### config.mk
export PLATFORM = sky130hd
export DESIGN_NAME = bexkat_core
export DESIGN_NICKNAME = d
export VERILOG_FILES = /design/src/verilog/bexkat_pkg.sv /design/src/verilog/alu.sv /design/src/verilog/register_file.sv /design/src/verilog/fetch_unit.sv /design/src/verilog/control_unit.sv /design/src/verilog/load_store_unit.sv /design/src/verilog/bus_arbiter.sv /design/src/verilog/bexkat_core.sv
export VERILOG_INCLUDE_DIRS = /design/src /design/src/verilog
export SDC_FILE = /design/constraint.sdc
export NUM_CORES = 2
export LEC_CHECK = 0
export BUFFER_PORTS_ARGS = -buffer_cell sky130_fd_sc_hd__buf_4
export CORE_ASPECT_RATIO = 0.6
export CORE_MARGIN = 5
export CORE_UTILIZATION = 53
export DETAILED_ROUTE_END_ITERATION = 12
export GPL_TIMING_DRIVEN = 0
export PLACE_DENSITY = 0.65
export SLEW_MARGIN = 40
export SYNTH_ARGS = -nofsm -noshare
export SYNTH_HDL_FRONTEND = slang
export SYNTH_HIERARCHICAL = 1
export SYNTH_SLANG_ARGS = --single-unit
### constraint.sdc
create_clock -name csi_clk -period 12.7 [get_ports csi_clk]
set_input_delay 1.905 -clock csi_clk [delete_from_list [all_inputs] [get_ports csi_clk]]
set_output_delay 1.905 -clock csi_clk [all_outputs]
set_load 0.05 [all_outputs]
### src/verilog/bexkat_config.svh
`ifndef BEXKAT_CONFIG_SVH
`define BEXKAT_CONFIG_SVH

`define BEXKAT_XLEN     32
`define BEXKAT_NREGS    32
`define BEXKAT_RESET_PC 32'h0000_0000

`define BEXKAT_MODE_REG    3'h0
`define BEXKAT_MODE_REGIND 3'h1
`define BEXKAT_MODE_IMM    3'h2

// register mode
`define BEXKAT_OP_NOP 8'h00
`define BEXKAT_OP_CMP 8'h02
`define BEXKAT_OP_INC 8'h03
`define BEXKAT_OP_DEC 8'h04
`define BEXKAT_OP_MOV 8'h07
`define BEXKAT_OP_COM 8'h08
`define BEXKAT_OP_NEG 8'h09
`define BEXKAT_OP_AND 8'h20
`define BEXKAT_OP_OR  8'h21
`define BEXKAT_OP_ADD 8'h22
`define BEXKAT_OP_SUB 8'h23
`define BEXKAT_OP_XOR 8'h24

// immediate mode branches run from 8'h00 up to brn
`define BEXKAT_OP_BRN  8'h0b
`define BEXKAT_OP_LDIS 8'h0c
`define BEXKAT_OP_LDIU 8'h0d

// register-indirect mode
`define BEXKAT_OP_STL 8'h00
`define BEXKAT_OP_LDL 8'h01
`define BEXKAT_OP_LDA 8'h0a
`define BEXKAT_OP_JMP 8'h0b

`endif

### src/verilog/bexkat_pkg.sv
`include "bexkat_config.svh"

package bexkat_pkg;

  typedef logic [`BEXKAT_XLEN-1:0] word_t;
  typedef logic [$clog2(`BEXKAT_NREGS)-1:0] reg_addr_t;

  // rc overlays the top five bits of disp
  typedef struct packed {
    logic [2:0]  mode;
    logic [7:0]  op;
    reg_addr_t   ra;
    reg_addr_t   rb;
    logic [10:0] disp;
  } insn_reg_t;

  typedef struct packed {
    logic [2:0]  mode;
    logic [7:0]  op;
    reg_addr_t   ra;
    logic [15:0] imm;
  } insn_imm_t;

  typedef union packed {
    insn_reg_t r;
    insn_imm_t i;
  } insn_t;

  typedef struct packed {
    insn_t insn;
    word_t addr;
  } fetch_item_t;

  typedef struct packed {
    word_t pc;
  } redirect_t;

  typedef struct packed {
    logic  write;
    word_t addr;
    word_t wdata;
  } mem_req_t;

  // low nibble of the register-mode alu opcodes
  typedef enum logic [3:0] {
    ALU_AND = 4'h0,
    ALU_OR  = 4'h1,
    ALU_ADD = 4'h2,
    ALU_SUB = 4'h3,
    ALU_XOR = 4'h4
  } alu_func_t;

  typedef struct packed {
    logic c;
    logic n;
    logic v;
    logic z;
  } flags_t;

endpackage

### src/verilog/alu.sv
`include "bexkat_config.svh"

module alu (
  input  bexkat_pkg::word_t     in1,
  input  bexkat_pkg::word_t     in2,
  input  bexkat_pkg::alu_func_t func,
  output bexkat_pkg::word_t     result,
  output bexkat_pkg::flags_t    flags
);
  import bexkat_pkg::*;

  localparam int MSB = `BEXKAT_XLEN - 1;

  logic [`BEXKAT_XLEN:0] diff;  // top bit is the borrow

  assign diff = {1'b0, in1} - {1'b0, in2};

  always_comb begin
    case (func)
      ALU_AND: result = in1 & in2;
      ALU_OR:  result = in1 | in2;
      ALU_ADD: result = in1 + in2;
      ALU_SUB: result = diff[MSB:0];
      ALU_XOR: result = in1 ^ in2;
      default: result = '0;
    endcase
  end

  // flags always describe in1 - in2
  assign flags = '{
    c: diff[`BEXKAT_XLEN],
    n: diff[MSB],
    v: (in1[MSB] ^ in2[MSB]) & (in1[MSB] ^ diff[MSB]),
    z: (diff[MSB:0] == '0)
  };

endmodule

### src/verilog/register_file.sv
`include "bexkat_config.svh"

module register_file (
  input  logic                  csi_clk,
  input  logic                  rsi_reset_n,
  input  bexkat_pkg::reg_addr_t read_addr1,
  input  bexkat_pkg::reg_addr_t read_addr2,
  output bexkat_pkg::word_t     read_data1,
  output bexkat_pkg::word_t     read_data2,
  input  logic                  write_en,
  input  bexkat_pkg::reg_addr_t write_addr,
  input  bexkat_pkg::word_t     write_data
);
  import bexkat_pkg::*;

  word_t regs [`BEXKAT_NREGS];

  always_ff @(posedge csi_clk or negedge rsi_reset_n) begin
    if (!rsi_reset_n) begin
      for (int i = 0; i < `BEXKAT_NREGS; i++)
        regs[i] <= '0;
    end else if (write_en) begin
      regs[write_addr] <= write_data;
    end
  end

  assign read_data1 = regs[read_addr1];
  assign read_data2 = regs[read_addr2];

endmodule

### src/verilog/fetch_unit.sv
`include "bexkat_config.svh"

module fetch_unit (
  input  logic                    csi_clk,
  input  logic                    rsi_reset_n,
  input  bexkat_pkg::redirect_t   redirect,
  input  logic                    redirect_valid,
  input  logic                    halted,
  output bexkat_pkg::fetch_item_t item,
  output logic                    item_valid,
  input  logic                    item_ready,
  output bexkat_pkg::mem_req_t    bus_req,
  output logic                    bus_valid,
  input  logic                    bus_done,
  input  bexkat_pkg::word_t       bus_rdata
);
  import bexkat_pkg::*;

  word_t pc;    // address of the next word to fetch
  logic  stale; // in-flight fetch was overtaken by a redirect
  logic  take;
  logic  issue;

  assign take  = bus_done && !stale && !redirect_valid;
  assign issue = !bus_valid && !halted && (!item_valid || item_ready);

  // pc only moves on a kept fetch, so it is the request address
  assign bus_req = '{write: 1'b0, addr: pc, wdata: '0};

  always_ff @(posedge csi_clk or negedge rsi_reset_n) begin
    if (!rsi_reset_n) begin
      pc         <= `BEXKAT_RESET_PC;
      item_valid <= 1'b0;
      bus_valid  <= 1'b0;
      stale      <= 1'b0;
    end else begin
      if (item_valid && item_ready)
        item_valid <= 1'b0;
      if (take) begin
        item_valid <= 1'b1;
        pc         <= pc + 'd4;
      end
      if (bus_done) begin
        bus_valid <= 1'b0;
        stale     <= 1'b0;
      end else if (issue) begin
        bus_valid <= 1'b1;
      end
      if (redirect_valid) begin
        pc         <= redirect.pc;
        item_valid <= 1'b0;               // flush wrong-path item
        stale      <= bus_valid && !bus_done;
      end
    end
  end

  always_ff @(posedge csi_clk) begin
    if (take) begin
      item.insn <= bus_rdata;
      item.addr <= pc;
    end
  end

endmodule

### src/verilog/control_unit.sv
`include "bexkat_config.svh"

module control_unit (
  input  logic                    csi_clk,
  input  logic                    rsi_reset_n,
  input  bexkat_pkg::fetch_item_t item,
  input  logic                    item_valid,
  output logic                    item_ready,
  output bexkat_pkg::redirect_t   redirect,
  output logic                    redirect_valid,
  output bexkat_pkg::mem_req_t    mem_req,
  output logic                    mem_valid,
  input  logic                    mem_ready,
  input  logic                    load_valid,
  input  logic                    done_valid,
  input  bexkat_pkg::word_t       load_data,
  output logic                    halted
);
  import bexkat_pkg::*;

  typedef enum logic [1:0] {S_IDLE, S_EXEC, S_MEM, S_HALT} state_t;

  state_t      state;
  fetch_item_t cur;  // instruction in execute
  flags_t      flags;
  flags_t      alu_flags;
  alu_func_t   func;
  word_t       rdata1;
  word_t       rdata2;
  word_t       alu_in2;
  word_t       alu_result;
  word_t       wdata;
  word_t       simm;
  word_t       disp;
  word_t       target;
  reg_addr_t   ra;
  reg_addr_t   rb;
  reg_addr_t   rc;
  reg_addr_t   read_addr1;
  reg_addr_t   read_addr2;
  logic [2:0]  mode;
  logic [7:0]  op;
  logic        alu_rr;
  logic        wr;
  logic        mem_op;
  logic        jump;
  logic        taken;
  logic        set_flags;
  logic        illegal;

  assign mode   = cur.insn.r.mode;
  assign op     = cur.insn.r.op;
  assign ra     = cur.insn.r.ra;
  assign rb     = cur.insn.r.rb;
  assign rc     = cur.insn.r.disp[10:6];
  assign simm   = {{(`BEXKAT_XLEN-16){cur.insn.i.imm[15]}}, cur.insn.i.imm};
  assign disp   = {{(`BEXKAT_XLEN-11){cur.insn.r.disp[10]}}, cur.insn.r.disp};
  assign target = cur.addr + 'd4 + simm;
  assign alu_rr = (mode == `BEXKAT_MODE_REG) && (op[7:4] == 4'h2);

  // regind reads base on port 1 and store data on port 2
  assign read_addr1 = (alu_rr || mode == `BEXKAT_MODE_REGIND) ? rb : ra;
  assign read_addr2 = alu_rr ? rc : (mode == `BEXKAT_MODE_REGIND) ? ra : rb;

  always_comb begin
    case (op[3:0])
      4'h0:    taken = 1'b1;                              // bra
      4'h1:    taken = flags.z;                           // beq
      4'h2:    taken = !flags.z;                          // bne
      4'h3:    taken = !(flags.z || flags.c);             // bgtu
      4'h4:    taken = !(flags.z || (flags.n ^ flags.v)); // bgt
      4'h5:    taken = !(flags.n ^ flags.v);              // bge
      4'h6:    taken = flags.z || (flags.n ^ flags.v);    // ble
      4'h7:    taken = flags.n ^ flags.v;                 // blt
      4'h8:    taken = !flags.c;                          // bgeu
      4'h9:    taken = flags.c;                           // bltu
      4'ha:    taken = flags.c || flags.z;                // bleu
      default: taken = 1'b0;                              // brn
    endcase
  end

  always_comb begin
    func      = ALU_ADD;
    alu_in2   = rdata2;
    wdata     = alu_result;
    wr        = 1'b0;
    mem_op    = 1'b0;
    jump      = 1'b0;
    set_flags = 1'b0;
    illegal   = 1'b0;
    case (mode)
      `BEXKAT_MODE_REG: begin
        case (op)
          `BEXKAT_OP_NOP: begin
          end
          `BEXKAT_OP_CMP: begin
            func      = ALU_SUB;
            set_flags = 1'b1;
          end
          `BEXKAT_OP_INC: begin
            alu_in2 = 'd1;
            wr      = 1'b1;
          end
          `BEXKAT_OP_DEC: begin
            func    = ALU_SUB;
            alu_in2 = 'd1;
            wr      = 1'b1;
          end
          `BEXKAT_OP_MOV: begin
            wdata = rdata2;
            wr    = 1'b1;
          end
          `BEXKAT_OP_COM: begin
            wdata = ~rdata2;
            wr    = 1'b1;
          end
          `BEXKAT_OP_NEG: begin
            wdata = -rdata2;
            wr    = 1'b1;
          end
          `BEXKAT_OP_AND, `BEXKAT_OP_OR, `BEXKAT_OP_ADD, `BEXKAT_OP_SUB, `BEXKAT_OP_XOR: begin
            func = alu_func_t'(op[3:0]);
            wr   = 1'b1;
          end
          default: illegal = 1'b1;
        endcase
      end
      `BEXKAT_MODE_IMM: begin
        if (op == `BEXKAT_OP_LDIS) begin
          wdata = simm;
          wr    = 1'b1;
        end else if (op == `BEXKAT_OP_LDIU) begin
          wdata = {{(`BEXKAT_XLEN-16){1'b0}}, cur.insn.i.imm};
          wr    = 1'b1;
        end else if (op > `BEXKAT_OP_BRN) begin
          illegal = 1'b1;
        end else begin
          jump = taken;
        end
      end
      `BEXKAT_MODE_REGIND: begin
        alu_in2 = disp;  // rb + displacement
        case (op)
          `BEXKAT_OP_STL, `BEXKAT_OP_LDL: mem_op = 1'b1;
          `BEXKAT_OP_LDA: wr = 1'b1;
          `BEXKAT_OP_JMP: jump = 1'b1;
          default: illegal = 1'b1;
        endcase
      end
      default: illegal = 1'b1;
    endcase
  end

  assign item_ready     = (state == S_IDLE);
  assign halted         = (state == S_HALT);
  assign redirect_valid = (state == S_EXEC) && jump;
  assign redirect       = '{pc: (mode == `BEXKAT_MODE_IMM) ? target : alu_result};
  assign mem_valid      = (state == S_EXEC) && mem_op;
  assign mem_req        = '{write: (op == `BEXKAT_OP_STL), addr: alu_result, wdata: rdata2};

  always_ff @(posedge csi_clk or negedge rsi_reset_n) begin
    if (!rsi_reset_n) begin
      state <= S_IDLE;
      flags <= '0;
    end else begin
      case (state)
        S_IDLE: if (item_valid) state <= S_EXEC;
        S_EXEC: begin
          if (illegal)
            state <= S_HALT;
          else if (!mem_op)
            state <= S_IDLE;
          else if (mem_ready)
            state <= S_MEM;
          if (set_flags)
            flags <= alu_flags;
        end
        S_MEM: if (load_valid || done_valid) state <= S_IDLE;
        default: state <= S_HALT;  // stuck until reset
      endcase
    end
  end

  always_ff @(posedge csi_clk) begin
    if (item_valid && item_ready)
      cur <= item;
  end

  register_file i_regs (
    .csi_clk,
    .rsi_reset_n,
    .read_addr1,
    .read_addr2,
    .read_data1 (rdata1),
    .read_data2 (rdata2),
    .write_en   ((state == S_EXEC && wr) || (state == S_MEM && load_valid)),
    .write_addr (ra),
    .write_data ((state == S_MEM) ? load_data : wdata)
  );

  alu i_alu (
    .in1    (rdata1),
    .in2    (alu_in2),
    .func,
    .result (alu_result),
    .flags  (alu_flags)
  );

endmodule

### src/verilog/load_store_unit.sv
module load_store_unit (
  input  logic                 csi_clk,
  input  logic                 rsi_reset_n,
  input  bexkat_pkg::mem_req_t req,
  input  logic                 req_valid,
  output logic                 req_ready,
  output logic                 load_valid,
  output logic                 done_valid,
  output bexkat_pkg::word_t    load_data,
  output bexkat_pkg::mem_req_t bus_req,
  output logic                 bus_valid,
  input  logic                 bus_done,
  input  bexkat_pkg::word_t    bus_rdata
);

  logic accept;

  assign req_ready = !bus_valid;  // one request at a time
  assign accept    = req_valid && req_ready;

  always_ff @(posedge csi_clk or negedge rsi_reset_n) begin
    if (!rsi_reset_n) begin
      bus_valid  <= 1'b0;
      load_valid <= 1'b0;
      done_valid <= 1'b0;
    end else begin
      load_valid <= bus_done && !bus_req.write;
      done_valid <= bus_done && bus_req.write;
      if (bus_done)
        bus_valid <= 1'b0;
      else if (accept)
        bus_valid <= 1'b1;
    end
  end

  always_ff @(posedge csi_clk) begin
    if (accept)
      bus_req <= req;
    if (bus_done && !bus_req.write)
      load_data <= bus_rdata;
  end

endmodule

### src/verilog/bus_arbiter.sv
module bus_arbiter (
  input  logic                 csi_clk,
  input  logic                 rsi_reset_n,
  input  bexkat_pkg::mem_req_t fetch_req,
  input  logic                 fetch_valid,
  input  bexkat_pkg::mem_req_t lsu_req,
  input  logic                 lsu_valid,
  output logic                 fetch_done,
  output logic                 lsu_done,
  output bexkat_pkg::word_t    rdata,
  input  logic                 avm_m0_waitrequest,
  input  bexkat_pkg::word_t    avm_m0_readdata,
  output bexkat_pkg::word_t    avm_m0_address,
  output bexkat_pkg::word_t    avm_m0_writedata,
  output logic                 avm_m0_read,
  output logic                 avm_m0_write
);
  import bexkat_pkg::*;

  mem_req_t sel;
  logic     busy;
  logic     owner_lsu;  // who holds the bus
  logic     lsu_go;
  logic     fetch_go;
  logic     finish;

  // a unit's valid is still up during its done pulse
  assign lsu_go   = lsu_valid && !lsu_done;
  assign fetch_go = fetch_valid && !fetch_done && !lsu_go;
  assign sel      = lsu_go ? lsu_req : fetch_req;
  assign busy     = avm_m0_read || avm_m0_write;
  assign finish   = busy && !avm_m0_waitrequest;

  always_ff @(posedge csi_clk or negedge rsi_reset_n) begin
    if (!rsi_reset_n) begin
      owner_lsu        <= 1'b0;
      avm_m0_read      <= 1'b0;
      avm_m0_write     <= 1'b0;
      avm_m0_address   <= '0;
      avm_m0_writedata <= '0;
      fetch_done       <= 1'b0;
      lsu_done         <= 1'b0;
    end else begin
      fetch_done <= finish && !owner_lsu;
      lsu_done   <= finish && owner_lsu;
      if (finish) begin
        avm_m0_read  <= 1'b0;
        avm_m0_write <= 1'b0;
      end else if (!busy && (lsu_go || fetch_go)) begin
        owner_lsu        <= lsu_go;
        avm_m0_read      <= !sel.write;
        avm_m0_write     <= sel.write;
        avm_m0_address   <= sel.addr;
        avm_m0_writedata <= sel.wdata;
      end
    end
  end

  always_ff @(posedge csi_clk) begin
    if (finish && avm_m0_read)
      rdata <= avm_m0_readdata;
  end

endmodule

### src/verilog/bexkat_core.sv
module bexkat_core (
  input  logic              csi_clk,
  input  logic              rsi_reset_n,
  input  logic              avm_m0_waitrequest,
  input  bexkat_pkg::word_t avm_m0_readdata,
  output bexkat_pkg::word_t avm_m0_address,
  output bexkat_pkg::word_t avm_m0_writedata,
  output logic              avm_m0_read,
  output logic              avm_m0_write,
  output logic [3:0]        avm_m0_byteenable,
  output logic              halted
);
  import bexkat_pkg::*;

  fetch_item_t item;
  logic        item_valid;
  logic        item_ready;
  redirect_t   redirect;
  logic        redirect_valid;

  mem_req_t    ctl_req;
  logic        ctl_valid;
  logic        ctl_ready;
  logic        load_valid;
  logic        done_valid;
  word_t       load_data;

  mem_req_t    fetch_req;
  logic        fetch_valid;
  logic        fetch_done;
  mem_req_t    lsu_req;
  logic        lsu_valid;
  logic        lsu_done;
  word_t       rdata;

  assign avm_m0_byteenable = 4'hf; // word accesses only

  fetch_unit i_fetch (
    .csi_clk,
    .rsi_reset_n,
    .redirect,
    .redirect_valid,
    .halted,
    .item,
    .item_valid,
    .item_ready,
    .bus_req   (fetch_req),
    .bus_valid (fetch_valid),
    .bus_done  (fetch_done),
    .bus_rdata (rdata)
  );

  control_unit i_control (
    .csi_clk,
    .rsi_reset_n,
    .item,
    .item_valid,
    .item_ready,
    .redirect,
    .redirect_valid,
    .mem_req   (ctl_req),
    .mem_valid (ctl_valid),
    .mem_ready (ctl_ready),
    .load_valid,
    .done_valid,
    .load_data,
    .halted
  );

  load_store_unit i_lsu (
    .csi_clk,
    .rsi_reset_n,
    .req       (ctl_req),
    .req_valid (ctl_valid),
    .req_ready (ctl_ready),
    .load_valid,
    .done_valid,
    .load_data,
    .bus_req   (lsu_req),
    .bus_valid (lsu_valid),
    .bus_done  (lsu_done),
    .bus_rdata (rdata)
  );

  bus_arbiter i_arbiter (
    .csi_clk,
    .rsi_reset_n,
    .fetch_req,
    .fetch_valid,
    .lsu_req,
    .lsu_valid,
    .fetch_done,
    .lsu_done,
    .rdata,
    .avm_m0_waitrequest,
    .avm_m0_readdata,
    .avm_m0_address,
    .avm_m0_writedata,
    .avm_m0_read,
    .avm_m0_write
  );

endmodule

# Word-level counts from Yosys, hierarchy flattened
# Index checks and enable logic that the tools add are counted.
# word_totals
in_bits,35
regBits,1394
wordCells,259
# op_classes
eq_ne,39
n_addsub,6
bitwise_logic,12
reduce_logical,71
muxes,66
order_cmp,5
# ops
operator,count
1024-bit bitwise mux,1
32-bit 2-to-1 mux,12
32-bit binary-select mux with 5-bit select,2
32-bit demux with 5-bit select,1
32-bit one-hot mux with 5 select lines,1
32-bit one-hot mux with 2 select lines,2
32-bit one-hot mux with 3 select lines,1
65-bit 2-to-1 mux,1
"32-bit by 3-bit adder with 32-bit output, second input constant",2
32-bit adder,2
"8-bit by 4-bit equality test with 1-bit output, second input constant",6
"8-bit by 6-bit equality test with 1-bit output, second input constant",5
32-bit by 32-bit subtractor with 33-bit output,1
32-bit AND,1
32-bit logical NOT,1
32-bit negation,1
32-bit NOT,1
32-bit bitwise OR,1
32-bit bitwise XOR,1
1-bit 2-to-1 mux,30
1-bit logical AND,22
"4-bit by 2-bit equality test with 1-bit output, second input constant",5
"4-bit by 3-bit equality test with 1-bit output, second input constant",5
1-bit logical NOT,19
41 further kinds,75

# Depth between registers and ports, before layout
# logic_depth
word_depth,16
mapped_depth,38
mapped_depth_nobuf,33

# Hierarchy
# Netlist, hierarchy kept.
# by_module_without_submodules
mod,area_per_inst_um2,n_inst,cells_per_inst
register_file,56245.2,1,4605
control_unit,7756.2,1,997
alu,5622.9,1,800
bus_arbiter,4625.7,1,258
fetch_unit,4174.0,1,322
load_store_unit,3024.2,1,105
bexkat_core,33.8,1,5

# Least setup slack after synthesis
# OpenSTA, ideal clock, no wires.
# synth_path
kind,register to register
start,reg i_control/cur[61] (netlist bit)
end,reg i_control/i_regs/regs[542] (netlist bit)
n_path_buf,8
t_arrival_ns,7.036
path_stages_with_launch,39
period_less_slack_ns,7.164
path_slack_ns,5.536
t_required_ns,12.572
setup_time_ns,0.128
cell_sequence,edfxtp_1 nor2_1 and3_1 nand2_1 clkbuf_1 nor2_1 a31oi_1 buf_2 buf_4 buf_4 buf_4 mux2i_1 a22oi_1 a31oi_1 nand3_1 clkbuf_1 nand2_1 o21ai_0 [3 not listed] nor2b_1 or4b_1 o21a_1 a21o_1 a21oi_2 o21ai_1 a211oi_1 o21bai_1 a21oi_1 o21ai_1 a21o_1 a211o_1 a311oi_1 mux2i_1 a21oi_1 o32ai_1 clkbuf_1 mux2_1
# synth_rtl
element,line_no,source
start: declaration,control_unit.sv:24,fetch_item_t cur;
start signal: assignment,control_unit.sv:186,cur <= item;
end signal: indexed assignment,register_file.sv:23,regs[write_addr] <= write_data;
end: declaration,register_file.sv:16,word_t regs [`BEXKAT_NREGS];

==> results.toml <==
[clock_network]
ctsLongestPathBuffers = 4
h-tree-depth = 4
clkLatencyLatePin_ps = 820
cts_made_buffers = 146
post_cts_buffers = 0
cts_resized = 0
postCtsHoldBufs = 0
cts_tree = "yes"
cts.reportedPaths.clkPinSlew_ps = 70
cts_root_buf = "clkbuf_16"
cts.sinks = 1394

[min_path]
hold_depth = 0
min_from = "i_fetch/item[20]"
hold_end = "i_control/cur[20]"
hold_class = "reg2reg"

[sta]
max_slew_margin_pct = 27.1
hold_slack_ps = 409
finalCritPeriodShare_pct = 96.4
worst_slew_pin_slew_ps = 1080
min_period_ps = 12240
fmax_ghz = 0.0817
setup_ws_ps = 459
fin_worst_skew_ps = 41.6
final-setup-viol-count = 0
rsz0062_at_grt = "no"
hold_viol_final = 0
slew_viol_final = 0

[setup_path]
cp_slowest_cell = "a211oi_1"
reg2reg_to = "i_control/i_regs/regs[830]"
cpPeakStageDelay_ps = 690
critPathArrivalTime_ps = 12930
cp_top_family = "compound AO/OA/AOI/OAI gates"
rr_startpoint = "i_control/cur[62]"
crit_type = "reg2reg"
end_kind = "flop"
rrSetupSlack_ps = 460
r2r_cells = 37
path_buf_inv = 9
crit_fanout = 11
start_kind = "flop"
critPathRequiredTime_ps = 13390

[synthesis]
synth.largest_area_cell = "dfrtp_1"
synth_flop_cell = "dfrtp_1"
yosys_warnings = 6
synth_top_cells_by_count = "dfrtp_1 (1137), mux2_2 (1080), mux2i_1 (1037)"
syn_inst = 7092
yosys-top-cells-area = "dfrtp_1 (35%), mux2_2 (15%), mux2i_1 (13%), edfxtp_1 (9.5%), ha_1 (2.6%)"
ys_async_sr_fraction_pct = 81.6
ys_seq_area_share_pct = 44.4
synthMostInstantiatedCell = "dfrtp_1"
synth_area_um2 = 81500
synth_area_per_cell_um2 = 11.5
synth_edf_count = 257
yosys_register_bits = 1394
synthDistinctLibCells = 118
synth_top_area_share_pct = 34.9

[floorplan]
fp.dieH_um = 314
die_width_um = 516
ios = 106
initial_core_util_pct = 53.3
die_area_um2 = 162000
fp-row-count = 111
coreArea_um2 = 153000

[detailed_routing]
drtIter0Drc = 9850
drc = 0
drtPass1Iterations = 7
vias = 66000
final_antenna_net_count = 0
wl_um = 342000
viasPerCell = 6.88
wl_per_cell_um = 35.7

[global_route]
grt_use_total_pct = 41.1
grt_overflow = 0
grt_start_max_net_pins = 114
antenna_found_initial = 20
grt_pass1_wl_um = 470000
grt_pass1_vias = 61500

[layout]
area_growth_pct = 11.9
drive_above_1_share_pct = 27.4
fillCellCount = 12500
num-nets-final = 7639

[pwr]
p_per_area_nw_per_um2 = 117
leakage_nw = 39.6
ir_drop_uv = 125

[place]
gp_congestion = 1.07
dp_hpwl_um = 273000
portBuffers = 101
dp_slack_ps = 1160

[status]
status = "completed"

[run]
maxCapViolCount = 0
[metal layers]
metal / part of all wire, % / track usage, % / vias to the layer above
li1: - / - / 27000
met1: 45 / 63.3 / 33900
met2: 34 / 46.8 / 4578
met3: 18 / 24.3 / 504
met4: 2.8 / 10.4 / 4
met5: 0.078 / 0.357 / -
[per-stage QoR]
| step | util, % | total power, mW | area, µm² | std cells | TNS [ps] |
|---|---|---|---|---|---|
| floorplan | - | 5.76 | 81600 | 7129 | 0 |
| global placement | 55.6 | 6.30 | 84900 | 9264 | -4418400 |
| detailed placement | 56.5 | 6.35 | 86300 | 9315 | 0 |
| CTS | 59.6 | 10.7 | 91000 | 9565 | 0 |
| global route | 59.7 | 11.0 | 91200 | 9570 | 0 |
| finish | 59.7 | 10.7 | 91200 | 9589 | 0 |
[cell usage in the layout (no fill, tap or decap), types with 19 or more instances in the layout]
cell type / Yosys / layout
xnor2_1: 39 / 39
diode_2: 0 / 20
nor2b_1: 29 / 27
a22o_1: 138 / 138
nand4_1: 22 / 22
a22oi_1: 214 / 214
mux2i_1: 1037 / 1037
a21oi_1: 351 / 346
nand2b_1: 27 / 27
buf_4: 99 / 212
xor2_1: 26 / 25
buf_2: 122 / 147
nor3_1: 109 / 104
clkbuf_8: 9 / 32
ha_1: 168 / 168
clkbuf_1: 271 / 227
nor2_1: 168 / 164
nor4_1: 23 / 19
nand3_1: 250 / 236
mux2_2: 1080 / 1080
mux2_1: 37 / 37
buf_6: 76 / 87
conb_1: 3 / 40
a31oi_1: 101 / 98
a211oi_1: 29 / 29
dfrtp_1: 1137 / 1137
or4_1: 21 / 21
o31ai_1: 34 / 26
o21ai_0: 140 / 121
or3_1: 21 / 21
mux2_4: 49 / 49
a21o_1: 55 / 55
clkbuf_2: 1 / 76
nand2_1: 427 / 427
inv_1: 128 / 128
clkbuf_16: 0 / 149
edfxtp_1: 257 / 257
clkinv_2: 0 / 19
o211ai_1: 29 / 29
[worst max-delay path by stage]
| stage | start | to | slack (ps) | cells after the start |
|---|---|---|---|---|
| 6_report | i_control/cur[62] | i_control/i_regs/regs[830] | 460 | 37 |
| 5_1_grt | i_control/cur[62] | i_control/i_regs/regs[894] | 520 | 38 |
| 4_1_cts | i_control/cur[62] | i_control/i_regs/regs[702] | 1110 | 37 |
| 3_5_place_dp | i_control/cur[62] | i_control/i_regs/regs[798] | 1160 | 37 |
| 3_3_place_gp | rsi_reset_n | i_arbiter/avm_m0_address[27] | -4230 | 1 |
| 2_1_floorplan | i_control/cur[61] | i_control/i_regs/regs[542] | 5540 | 38 |
[layout make-up]
cell class | count | area, µm² | share of cell area, %
Timing Repair Buffer | 156 | 1590 | 1.74
Multi-Input combinational cell | 4986 | 42000 | 46.0
Tap cell | 2034 | 2540 | 2.79
Clock inverter | 47 | 523 | 0.573
Inverter | 129 | 484 | 0.531
Clock buffer | 203 | 4160 | 4.56
Antenna cell | 20 | 50.0 | 0.0549
Sequential cell | 1394 | 36200 | 39.7
Buffer | 620 | 3730 | 4.09
[flip-flops by register name (all words and copies together), names as in the netlist, 2 cells and up]
| signal | cells |
|---|---|
| i_control/i_regs/regs | 1024 |
| i_lsu/bus_req | 65 |
| i_control/cur | 64 |
| i_fetch/item | 64 |
| i_arbiter/avm_m0_address | 32 |
| i_arbiter/avm_m0_writedata | 32 |
| i_arbiter/rdata | 32 |
| i_fetch/pc | 32 |
| i_lsu/load_data | 32 |
| i_control/flags | 4 |
| i_control/state | 2 |
[worst reg2reg max path: cells and delay by family (launching register included)]
| family | cells | cell delay [ps] |
|---|---|---|
| AOI/OAI and AO/OA | 15 | 5480 |
| buffers and inverters | 9 | 3310 |
| and+or+nand+nor | 9 | 1860 |
| adders and majority gates | 2 | 500 |
| DFF | 1 | 490 |
| muxes | 2 | 460 |
[power breakdown]
part | internal (mW) | leakage, nW | switching, mW
clock | 2.49 | 2.30 | 1.88
sequential | 4.76 | 16.0 | 0.139
combinational | 0.453 | 21.3 | 0.946
total | 7.70 | 39.6 | 2.97
[cells by family (layout without fill, tap and decap cells)]
family	count (synthesis)	count (layout)	share of synthesized area (%)
compound gates	1282	1282	10.7
xor+xnor	65	65	0.699
fa+ha+maj	171	171	2.65
buf+inv	749	1155	5.04
flops	1394	1394	44.4
mux	2203	2203	29.1
other cells	3	60	0.0138
simple gates	1225	1225	7.45
No activity file was read; power rests on OpenSTA's default activity.
